==> config.mk <==
export PLATFORM = sky130hd
export DESIGN_NAME = fetch_top
export DESIGN_NICKNAME = d
export VERILOG_FILES = /design/src/design/fetch_pkg.sv /design/src/design/pc_gen.sv /design/src/design/inst_bridge.sv /design/src/design/inst_rom.sv /design/src/design/inst_predecode.sv /design/src/design/fetch_top.sv
export SDC_FILE = /design/constraint.sdc
export NUM_CORES = 1
export LEC_CHECK = 0
export ABC_AREA = 1
export BUFFER_PORTS_ARGS = -buffer_cell sky130_fd_sc_hd__buf_2
export CORE_UTILIZATION = 40
export DETAILED_ROUTE_END_ITERATION = 10
export GPL_TIMING_DRIVEN = 0
export PLACE_DENSITY = 0.68
export SETUP_SLACK_MARGIN = 0.2
export SKIP_CTS_REPAIR_TIMING = 1
export SYNTH_ARGS = -nofsm -noshare
export SYNTH_HDL_FRONTEND = slang
export SYNTH_SLANG_ARGS = --single-unit
==> constraint.sdc <==
create_clock -name clk -period 1.8 [get_ports clk]
set_clock_uncertainty 0.05 [all_clocks]
set_input_delay 0.18 -clock clk [delete_from_list [all_inputs] [get_ports clk]]
set_output_delay 0.18 -clock clk [all_outputs]
set_load 0.005 [all_outputs]
==> src/design/inst_rom.hex <==
// one 32-bit instruction word per line, word index 0 to 31
24000000
24000001
24000002
24000003
24000004
24000005
0800000a // j 0x28
24000007
24000008
24000009
2400000a
0800000d // j 0x34, unaligned target
2400000c
2400000d
2400000e
2400000f
24000010
24000011
24000012
24000013
24000014
24000015
24000016
24000017
24000018
24000019
2400001a
2400001b
2400001c
2400001d
2400001e
2400001f

==> src/design/fetch_pkg.sv <==
package fetch_pkg;

    // bus and instruction widths
    localparam int addr_w = 32;
    localparam int data_w = 32;

    // first fetch address out of reset
    localparam logic [addr_w-1:0] reset_pc = 32'h0000_0000;

    // instruction memory geometry
    // word index taken from address bits 6:2, upper bits ignored
    localparam int rom_words   = 32;
    localparam int rom_index_w = 5;

    // cycles from accepted address to data_ok1
    localparam int rom_latency = 3;

    // primary opcode of J
    localparam logic [5:0] op_jump = 6'd2;

    // program image for inst_rom
    localparam rom_file = "/design/src/design/inst_rom.hex";

endpackage

==> src/design/pc_gen.sv <==
`timescale 1ns/1ps

module pc_gen import fetch_pkg::*; (
    input  logic              clk,
    input  logic              reset,
    input  logic              advance,
    input  logic              jump_taken,
    input  logic [addr_w-1:0] jump_target,
    output logic [addr_w-1:0] pc,
    output logic              fetch_en
);

    logic [addr_w-1:0] seq_pc;

    // aligned pc fetches a pair, otherwise a single word
    assign seq_pc = pc[2] ? pc + addr_w'(4) : pc + addr_w'(8);

    always_ff @(posedge clk) begin
        if (reset) begin
            pc       <= reset_pc;
            fetch_en <= 1'b0;
        end else begin
            fetch_en <= 1'b1;  // fetch starts one cycle after reset
            if (advance) begin
                pc <= jump_taken ? jump_target : seq_pc;
            end
        end
    end

    // jump targets come back from predecode, so check the whole loop
    a_pc_word_aligned: assert property (
        @(posedge clk) disable iff (reset)
        advance |=> pc[1:0] == 2'b00
    );

endmodule

==> src/design/inst_bridge.sv <==
`timescale 1ns/1ps

module inst_bridge import fetch_pkg::*; (
    input  logic              clk,
    input  logic              reset,
    // core side
    input  logic              inst_sram_en,
    input  logic [addr_w-1:0] inst_sram_addr,
    input  logic              longest_stall,
    output logic [data_w-1:0] inst_sram_rdata1,
    output logic [data_w-1:0] inst_sram_rdata2,
    output logic              inst_sram_data_ok1,
    output logic              inst_sram_data_ok2,
    output logic              i_stall,
    // sram-like bus
    output logic              inst_req,
    output logic [addr_w-1:0] inst_addr,
    input  logic              inst_addr_ok,
    input  logic              inst_data_ok1,
    input  logic              inst_data_ok2,
    input  logic [data_w-1:0] inst_rdata1,
    input  logic [data_w-1:0] inst_rdata2
);

    logic addr_rcv;   // address taken, waiting for data
    logic do_finish;  // data back, held until the core moves on

    always_ff @(posedge clk) begin
        if (reset) begin
            addr_rcv <= 1'b0;
        end else if (inst_data_ok1) begin
            addr_rcv <= 1'b0;  // data_ok wins over a coincident addr_ok
        end else if (inst_req && inst_addr_ok) begin
            addr_rcv <= 1'b1;
        end
    end

    always_ff @(posedge clk) begin
        if (reset) begin
            do_finish          <= 1'b0;
            inst_sram_data_ok1 <= 1'b0;
            inst_sram_data_ok2 <= 1'b0;
        end else begin
            if (inst_data_ok1) begin
                do_finish <= 1'b1;
            end else if (!longest_stall) begin
                do_finish <= 1'b0;
            end
            inst_sram_data_ok1 <= inst_data_ok1;
            inst_sram_data_ok2 <= inst_data_ok2;
        end
    end

    // returned words stay put until the next transaction
    always_ff @(posedge clk) begin
        if (inst_data_ok1) begin
            inst_sram_rdata1 <= inst_rdata1;
        end
        if (inst_data_ok2) begin
            inst_sram_rdata2 <= inst_rdata2;
        end
    end

    // no new request while the back end is stalled
    assign inst_req  = inst_sram_en & ~addr_rcv & ~do_finish & ~longest_stall;
    assign inst_addr = inst_sram_addr;
    assign i_stall   = inst_sram_en & ~do_finish;

    // one transaction in flight at a time
    a_single_outstanding: assert property (
        @(posedge clk) disable iff (reset)
        (inst_req && inst_addr_ok) |=> !inst_req until_with inst_data_ok1
    );

endmodule

==> src/design/inst_rom.sv <==
`timescale 1ns/1ps

module inst_rom import fetch_pkg::*; (
    input  logic              clk,
    input  logic              reset,
    input  logic              inst_req,
    input  logic [addr_w-1:0] inst_addr,
    output logic              inst_addr_ok,
    output logic              inst_data_ok1,
    output logic              inst_data_ok2,
    output logic [data_w-1:0] inst_rdata1,
    output logic [data_w-1:0] inst_rdata2
);

    logic [data_w-1:0] mem [rom_words];

    logic                           rom_ready;  // low for the first cycle out of reset
    logic                           busy;
    logic [$clog2(rom_latency)-1:0] lat_cnt;
    logic                           pair_q;     // second word returned
    logic [rom_index_w-1:0]         idx;
    logic [rom_index_w-1:0]         idx_next;
    logic                           accept;

    initial begin
        $readmemh(rom_file, mem);
    end

    assign idx      = inst_addr[rom_index_w+1:2];
    assign idx_next = idx + 1'b1;  // wraps at the end of the image
    assign accept   = inst_req & inst_addr_ok;

    assign inst_addr_ok  = rom_ready & ~busy;
    assign inst_data_ok1 = busy & (lat_cnt == '0);
    assign inst_data_ok2 = inst_data_ok1 & pair_q;

    always_ff @(posedge clk) begin
        if (reset) begin
            rom_ready <= 1'b0;
            busy      <= 1'b0;
            lat_cnt   <= '0;
        end else begin
            rom_ready <= 1'b1;
            if (accept) begin
                busy    <= 1'b1;
                lat_cnt <= $bits(lat_cnt)'(rom_latency - 1);
            end else if (busy) begin
                if (lat_cnt == '0) begin
                    busy <= 1'b0;  // response goes out this cycle
                end else begin
                    lat_cnt <= lat_cnt - 1'b1;
                end
            end
        end
    end

    // read on acceptance, hold until the response
    always_ff @(posedge clk) begin
        if (accept) begin
            inst_rdata1 <= mem[idx];
            inst_rdata2 <= mem[idx_next];
            pair_q      <= ~inst_addr[2];
        end
    end

    // every response traces back to an accepted address
    a_no_idle_response: assert property (
        @(posedge clk) disable iff (reset)
        inst_data_ok1 |-> $past(inst_req && inst_addr_ok, rom_latency)
    );

endmodule

==> src/design/inst_predecode.sv <==
`timescale 1ns/1ps

module inst_predecode import fetch_pkg::*; (
    input  logic [addr_w-1:0] pc,
    input  logic [data_w-1:0] inst0,
    input  logic [data_w-1:0] inst1,
    input  logic              inst0_valid,
    input  logic              inst1_valid,
    output logic              jump_taken,
    output logic [addr_w-1:0] jump_target,
    output logic              slot1_keep
);

    logic              jump0;
    logic              jump1;
    logic [addr_w-1:0] pc_slot1;
    logic [addr_w-1:0] seg0;  // pc + 4 of slot 0
    logic [addr_w-1:0] seg1;  // pc + 4 of slot 1

    assign pc_slot1 = pc + addr_w'(4);
    assign seg0     = pc_slot1;
    assign seg1     = pc_slot1 + addr_w'(4);

    assign jump0 = inst0_valid && (inst0[31:26] == op_jump);
    assign jump1 = inst1_valid && (inst1[31:26] == op_jump);

    always_comb begin
        jump_taken  = 1'b0;
        jump_target = seg0;
        if (jump0) begin
            jump_taken  = 1'b1;
            jump_target = {seg0[addr_w-1:28], inst0[25:0], 2'b00};
        end else if (jump1) begin
            jump_taken  = 1'b1;
            jump_target = {seg1[addr_w-1:28], inst1[25:0], 2'b00};
        end
    end

    // slot 1 falls behind a jump in slot 0
    assign slot1_keep = ~jump0;

endmodule

==> src/design/fetch_top.sv <==
`timescale 1ns/1ps

module fetch_top import fetch_pkg::*; (
    input  logic              clk,
    input  logic              reset,
    input  logic              longest_stall,
    output logic              fetch_valid,
    output logic [addr_w-1:0] fetch_pc,
    output logic [data_w-1:0] fetch_inst0,
    output logic [data_w-1:0] fetch_inst1,
    output logic              fetch_inst1_valid
);

    logic [addr_w-1:0] pc;
    logic              fetch_en;
    logic              advance;
    logic              fetch_done;
    logic              jump_taken;
    logic [addr_w-1:0] jump_target;
    logic              slot1_keep;

    logic              inst_sram_data_ok1;
    logic              inst_sram_data_ok2;
    logic              i_stall;

    logic              inst_req;
    logic [addr_w-1:0] inst_addr;
    logic              inst_addr_ok;
    logic              inst_data_ok1;
    logic              inst_data_ok2;
    logic [data_w-1:0] inst_rdata1;
    logic [data_w-1:0] inst_rdata2;

    // bundle held in the bridge, core not yet moved on
    assign fetch_done = fetch_en & ~i_stall;
    assign advance    = fetch_done & ~longest_stall;

    pc_gen u_pc_gen (
        .clk         (clk),
        .reset       (reset),
        .advance     (advance),
        .jump_taken  (jump_taken),
        .jump_target (jump_target),
        .pc          (pc),
        .fetch_en    (fetch_en)
    );

    inst_bridge u_inst_bridge (
        .clk                (clk),
        .reset              (reset),
        .inst_sram_en       (fetch_en),
        .inst_sram_addr     (pc),
        .longest_stall      (longest_stall),
        .inst_sram_rdata1   (fetch_inst0),
        .inst_sram_rdata2   (fetch_inst1),
        .inst_sram_data_ok1 (inst_sram_data_ok1),
        .inst_sram_data_ok2 (inst_sram_data_ok2),
        .i_stall            (i_stall),
        .inst_req           (inst_req),
        .inst_addr          (inst_addr),
        .inst_addr_ok       (inst_addr_ok),
        .inst_data_ok1      (inst_data_ok1),
        .inst_data_ok2      (inst_data_ok2),
        .inst_rdata1        (inst_rdata1),
        .inst_rdata2        (inst_rdata2)
    );

    inst_rom u_inst_rom (
        .clk           (clk),
        .reset         (reset),
        .inst_req      (inst_req),
        .inst_addr     (inst_addr),
        .inst_addr_ok  (inst_addr_ok),
        .inst_data_ok1 (inst_data_ok1),
        .inst_data_ok2 (inst_data_ok2),
        .inst_rdata1   (inst_rdata1),
        .inst_rdata2   (inst_rdata2)
    );

    inst_predecode u_inst_predecode (
        .pc          (pc),
        .inst0       (fetch_inst0),
        .inst1       (fetch_inst1),
        .inst0_valid (fetch_done),
        .inst1_valid (fetch_done & ~pc[2]),  // pair only from an aligned pc
        .jump_taken  (jump_taken),
        .jump_target (jump_target),
        .slot1_keep  (slot1_keep)
    );

    assign fetch_valid       = inst_sram_data_ok1;
    assign fetch_pc          = pc;
    assign fetch_inst1_valid = inst_sram_data_ok2 & slot1_keep;

endmodule

==> key figures <==
Global routing
  • Wire length of the first global-routing pass: 7690 um
  • Met3 track demand over resource: around 4%
  • Global Route met2 Usage: between 20% and 30%
  • Number of global-route vias before repair: between 1500 and 2000
  • Busiest metal layer after global routing: met2
  • GRT met1 Usage: 19.2%
  • Total routing usage reported by global routing: 15.6%
  • Number of antenna violations at the first check in global routing: 0
  • Grt total ovfl: 0
  • Maximum number of pins on one net before global-route repair: 11

Finish
  • Multi-input combinational cell area: roughly 1300 um^2
  • Synthesis-to-layout area growth: 26.6%
  • Area taken by flip-flops and latches: about 730 um^2
  • Final instance area: roughly 3000 um^2
  • Filler instances: about 560
  • Number of diodes added for antenna fixing: 0
  • Share of cells above drive strength 1: about a third
  • Total Nets Final: 440
  • Final standard cell utilization of the core: between 50 and 60%

STA
  • Total negative slack: 0 ps
  • Setup repair after global routing missed its margin: no
  • Final worst path period need: 1480 ps
  • Number of pins exceeding their max-slew limit in the final report: 0
  • Hold Fails Final Rpt: 0
  • Final setup violation count: 0
  • Crit share post-route: 82.1%
  • Achievable clock frequency: around 0.68 GHz

Placement
  • HPWL reported at the end of detailed placement: about 3700 um
  • Routability cong.: between 0.7 and 0.8
  • Count of buffers inserted at the top-level ports: 33
  • Placed standard-cell area: between 2000 and 3000 um^2

Die
  • Die width: 79.0 um
  • I/O pin cnt: 101
  • Die area: between 6000 and 7000 um^2
  • Effective utilization at floorplan: 42.3%
  • Die span in y: roughly 79 um
  • Core Rows: 27
  • Area of the core: 5610 um^2

Hold path
  • WHS Path Cells: 2
  • HP Class: in2reg
  • Hold Path End: u_inst_rom.lat_cnt[1]$_SDFFE_PP0P_
  • Worst Min Path Start: reset

Yosys
  • Seq/Total Area, Yosys: 30.4%
  • Post-Synthesis Cell Area: between 2000 and 2500 um^2
  • Post-synthesis mux area share: 0%
  • Synthesized area per cell: about 7.2 um^2
  • Top area cells in the synthesized netlist: sky130_fd_sc_hd__dfxtp_1 30%, sky130_fd_sc_hd__buf_4 22%, sky130_fd_sc_hd__nand2_1 8.5%
  • Fraction of post-synthesis cell area in the top cell type by area: between 30% and 40%
  • Area share of and/or/nand/nor cells after synthesis: roughly a third
  • Seq cells post-synth: 36
  • Synthesized-area fraction occupied by ao, oa, aoi and oai cells: around 8.5%
  • Main flop type after synthesis: sky130_fd_sc_hd__dfxtp_1
  • Synthesis warning total: 0
  • Synthesized-area fraction occupied by adder cells: less than 1%
  • Number of enable-type register cells in the synthesized netlist: 0
  • Synth area leader: sky130_fd_sc_hd__dfxtp_1
  • Async set or reset register ratio after synthesis: 0%
  • XOR/XNOR Fraction of Synth Area: less than 1%
  • Synthesized instance count: 329
  • Combinational family with the most area after synthesis: simple AND/OR/NAND/NOR gates
  • Distinct cell type count after synthesis: 28

Drt
  • Avg WL per Cell: around 9.3 um
  • Iteration-0 DRC count of the detailed router: between 100 and 150
  • DR DRC count: 0
  • Total wire length after detailed routing: between 4000 and 5000 um
  • ANT nets after route: 0
  • First drt pass iteration count: 4
  • Drt via density: ~4
  • Via count: approximately 2100

Outcome
  • Outcome: finished, final reports clean

Clock network
  • Clock Pin Slew Worst Setup and Hold Paths: approximately 70 ps
  • Root buffer cell: sky130_fd_sc_hd__clkbuf_8
  • Clock sink count: 36
  • H-tree lvl count: 2
  • CTS buffer count: 5
  • Longest Clk Path Bufs: 2
  • Clock insertion delay at the later pin of the skew report: slightly below 300 ps
  • Clock tree from TritonCTS: built

Setup path
  • Reg-to-Reg Start: u_inst_bridge.do_finish$_SDFFE_PP0P_
  • Critical path peak fanout: 10
  • FF-to-FF path depth: 8
  • Data arrival, critical path: approximately 1600 ps
  • Startpoint kind of the worst setup timing path: flop
  • Worst Setup End Kind: flop
  • Setup CP Type: reg2reg
  • Required time at the endpoint of the critical path: around 1900 ps
  • Worst r2r dst: u_pc_gen.pc[18]$_SDFFE_PP0N_
  • Setup slack, reg-to-reg: between 300 and 400 ps

Power and ir drop
  • Worst IR drop on VDD: 0.332 mV
  • Total power density per cell area: 542 nW/um^2
  • P_leak: around 1.5 nW

Job
  • Max-cap violations: 0
-- cells by family after synthesis --
group | count (synthesis)
compound gates | 38
xor+xnor | 2
fa+ha+maj | 1
buf+inv | 106
flops | 36
other cells | 1
simple gates | 145
-- cells in the final DEF, fill, tap and decap left out, drive strengths merged, types with 10 or more instances in the layout --
cell and n:
a21oi 25, clkbuf 10, inv 34, buf 103
dfxtp 36, nand3 23, nor2 52, nand2 60
o21ai 11, conb 67
-- worst max path at each step --
stage | from | end | depth (start not counted)
global placement | u_pc_gen.pc[4]$_SDFFE_PP0N_ | u_pc_gen.pc[23]$_SDFFE_PP0N_ | 8
global route | u_pc_gen.pc[3]$_SDFFE_PP0N_ | u_pc_gen.pc[27]$_SDFFE_PP0N_ | 8
CTS | u_pc_gen.pc[4]$_SDFFE_PP0N_ | u_pc_gen.pc[27]$_SDFFE_PP0N_ | 8
floorplan | u_pc_gen.pc[4]$_SDFFE_PP0N_ | u_pc_gen.pc[29]$_SDFFE_PP0N_ | 8
finish | u_inst_bridge.do_finish$_SDFFE_PP0P_ | u_pc_gen.pc[18]$_SDFFE_PP0N_ | 8
detailed placement | u_pc_gen.pc[4]$_SDFFE_PP0N_ | u_pc_gen.pc[27]$_SDFFE_PP0N_ | 8
-- layout make-up --
| class | instances | area share [%] |
|---|---|---|
| repair buffers | 34 | 5.75 |
| multi-input cells | 253 | 41.8 |
| plain buffers | 72 | 17.7 |
| well taps | 72 | 3.00 |
| clock buffers | 7 | 3.21 |
| inverters | 34 | 4.25 |
| flip-flops and latches | 36 | 24.2 |
-- sequential cells by signal, indices dropped and copies added (netlist names) --
name,count
u_inst_rom.lat_cnt,2
u_inst_bridge.do_finish,1
u_inst_rom.busy,1
u_inst_bridge.inst_sram_data_ok2,1
u_pc_gen.pc,29
u_inst_rom.rom_ready,1
u_inst_bridge.addr_rcv,1
-- through the flow --
stage          setup slack, ps  cells  hold WS [ps]  power [mW]
2_1_floorplan              425    395           199        1.00
4_1_cts                    245    507           120        1.64
3_3_place_gp               284    500           411        1.02
5_1_grt                    203    508           122        1.71
6_report                   321    508           129        1.63
3_5_place_dp               269    500           419        1.02
-- worst max-delay path, stage by stage, from the launching register on --
cell                      delay (ps)
sky130_fd_sc_hd__dfxtp_1         370
sky130_fd_sc_hd__nand2_2         100
sky130_fd_sc_hd__nor2_8          180
sky130_fd_sc_hd__nand2_2         100
sky130_fd_sc_hd__nor2_2          210
sky130_fd_sc_hd__buf_6           170
sky130_fd_sc_hd__nand4_1          80
sky130_fd_sc_hd__nand2_1          70
sky130_fd_sc_hd__nor2_1           40
-- synthesized netlist by cell type, types with 3 or more instances --
| master | instances |
|---|---|
| sky130_fd_sc_hd__o21ai_0 | 10 |
| sky130_fd_sc_hd__a21oi_1 | 24 |
| sky130_fd_sc_hd__nor2_2 | 6 |
| sky130_fd_sc_hd__nand2_1 | 54 |
| sky130_fd_sc_hd__nand2_2 | 5 |
| sky130_fd_sc_hd__nand4_1 | 5 |
| sky130_fd_sc_hd__dfxtp_1 | 36 |
| sky130_fd_sc_hd__nor2_1 | 38 |
| sky130_fd_sc_hd__nor2_4 | 6 |
| sky130_fd_sc_hd__nor3_1 | 4 |
| sky130_fd_sc_hd__inv_1 | 34 |
| sky130_fd_sc_hd__clkbuf_1 | 3 |
| sky130_fd_sc_hd__nand3_2 | 4 |
| sky130_fd_sc_hd__nand3_1 | 17 |
| sky130_fd_sc_hd__buf_4 | 68 |
-- power by group --
part | internal, mW | switching (mW) | total (mW)
registers | 0.804 | 0.00657 | 0.811
clock network | 0.341 | 0.280 | 0.621
logic | 0.110 | 0.0861 | 0.196
-- metal layers --
metal | up-vias | part of all wire (%)
li1 | 1112 | -
met1 | 890 | 44
met2 | 63 | 47
met3 | 8 | 6.6
met4 | 0 | 1.8
met5 | - | 0
(Power assumes the default switching activity.)
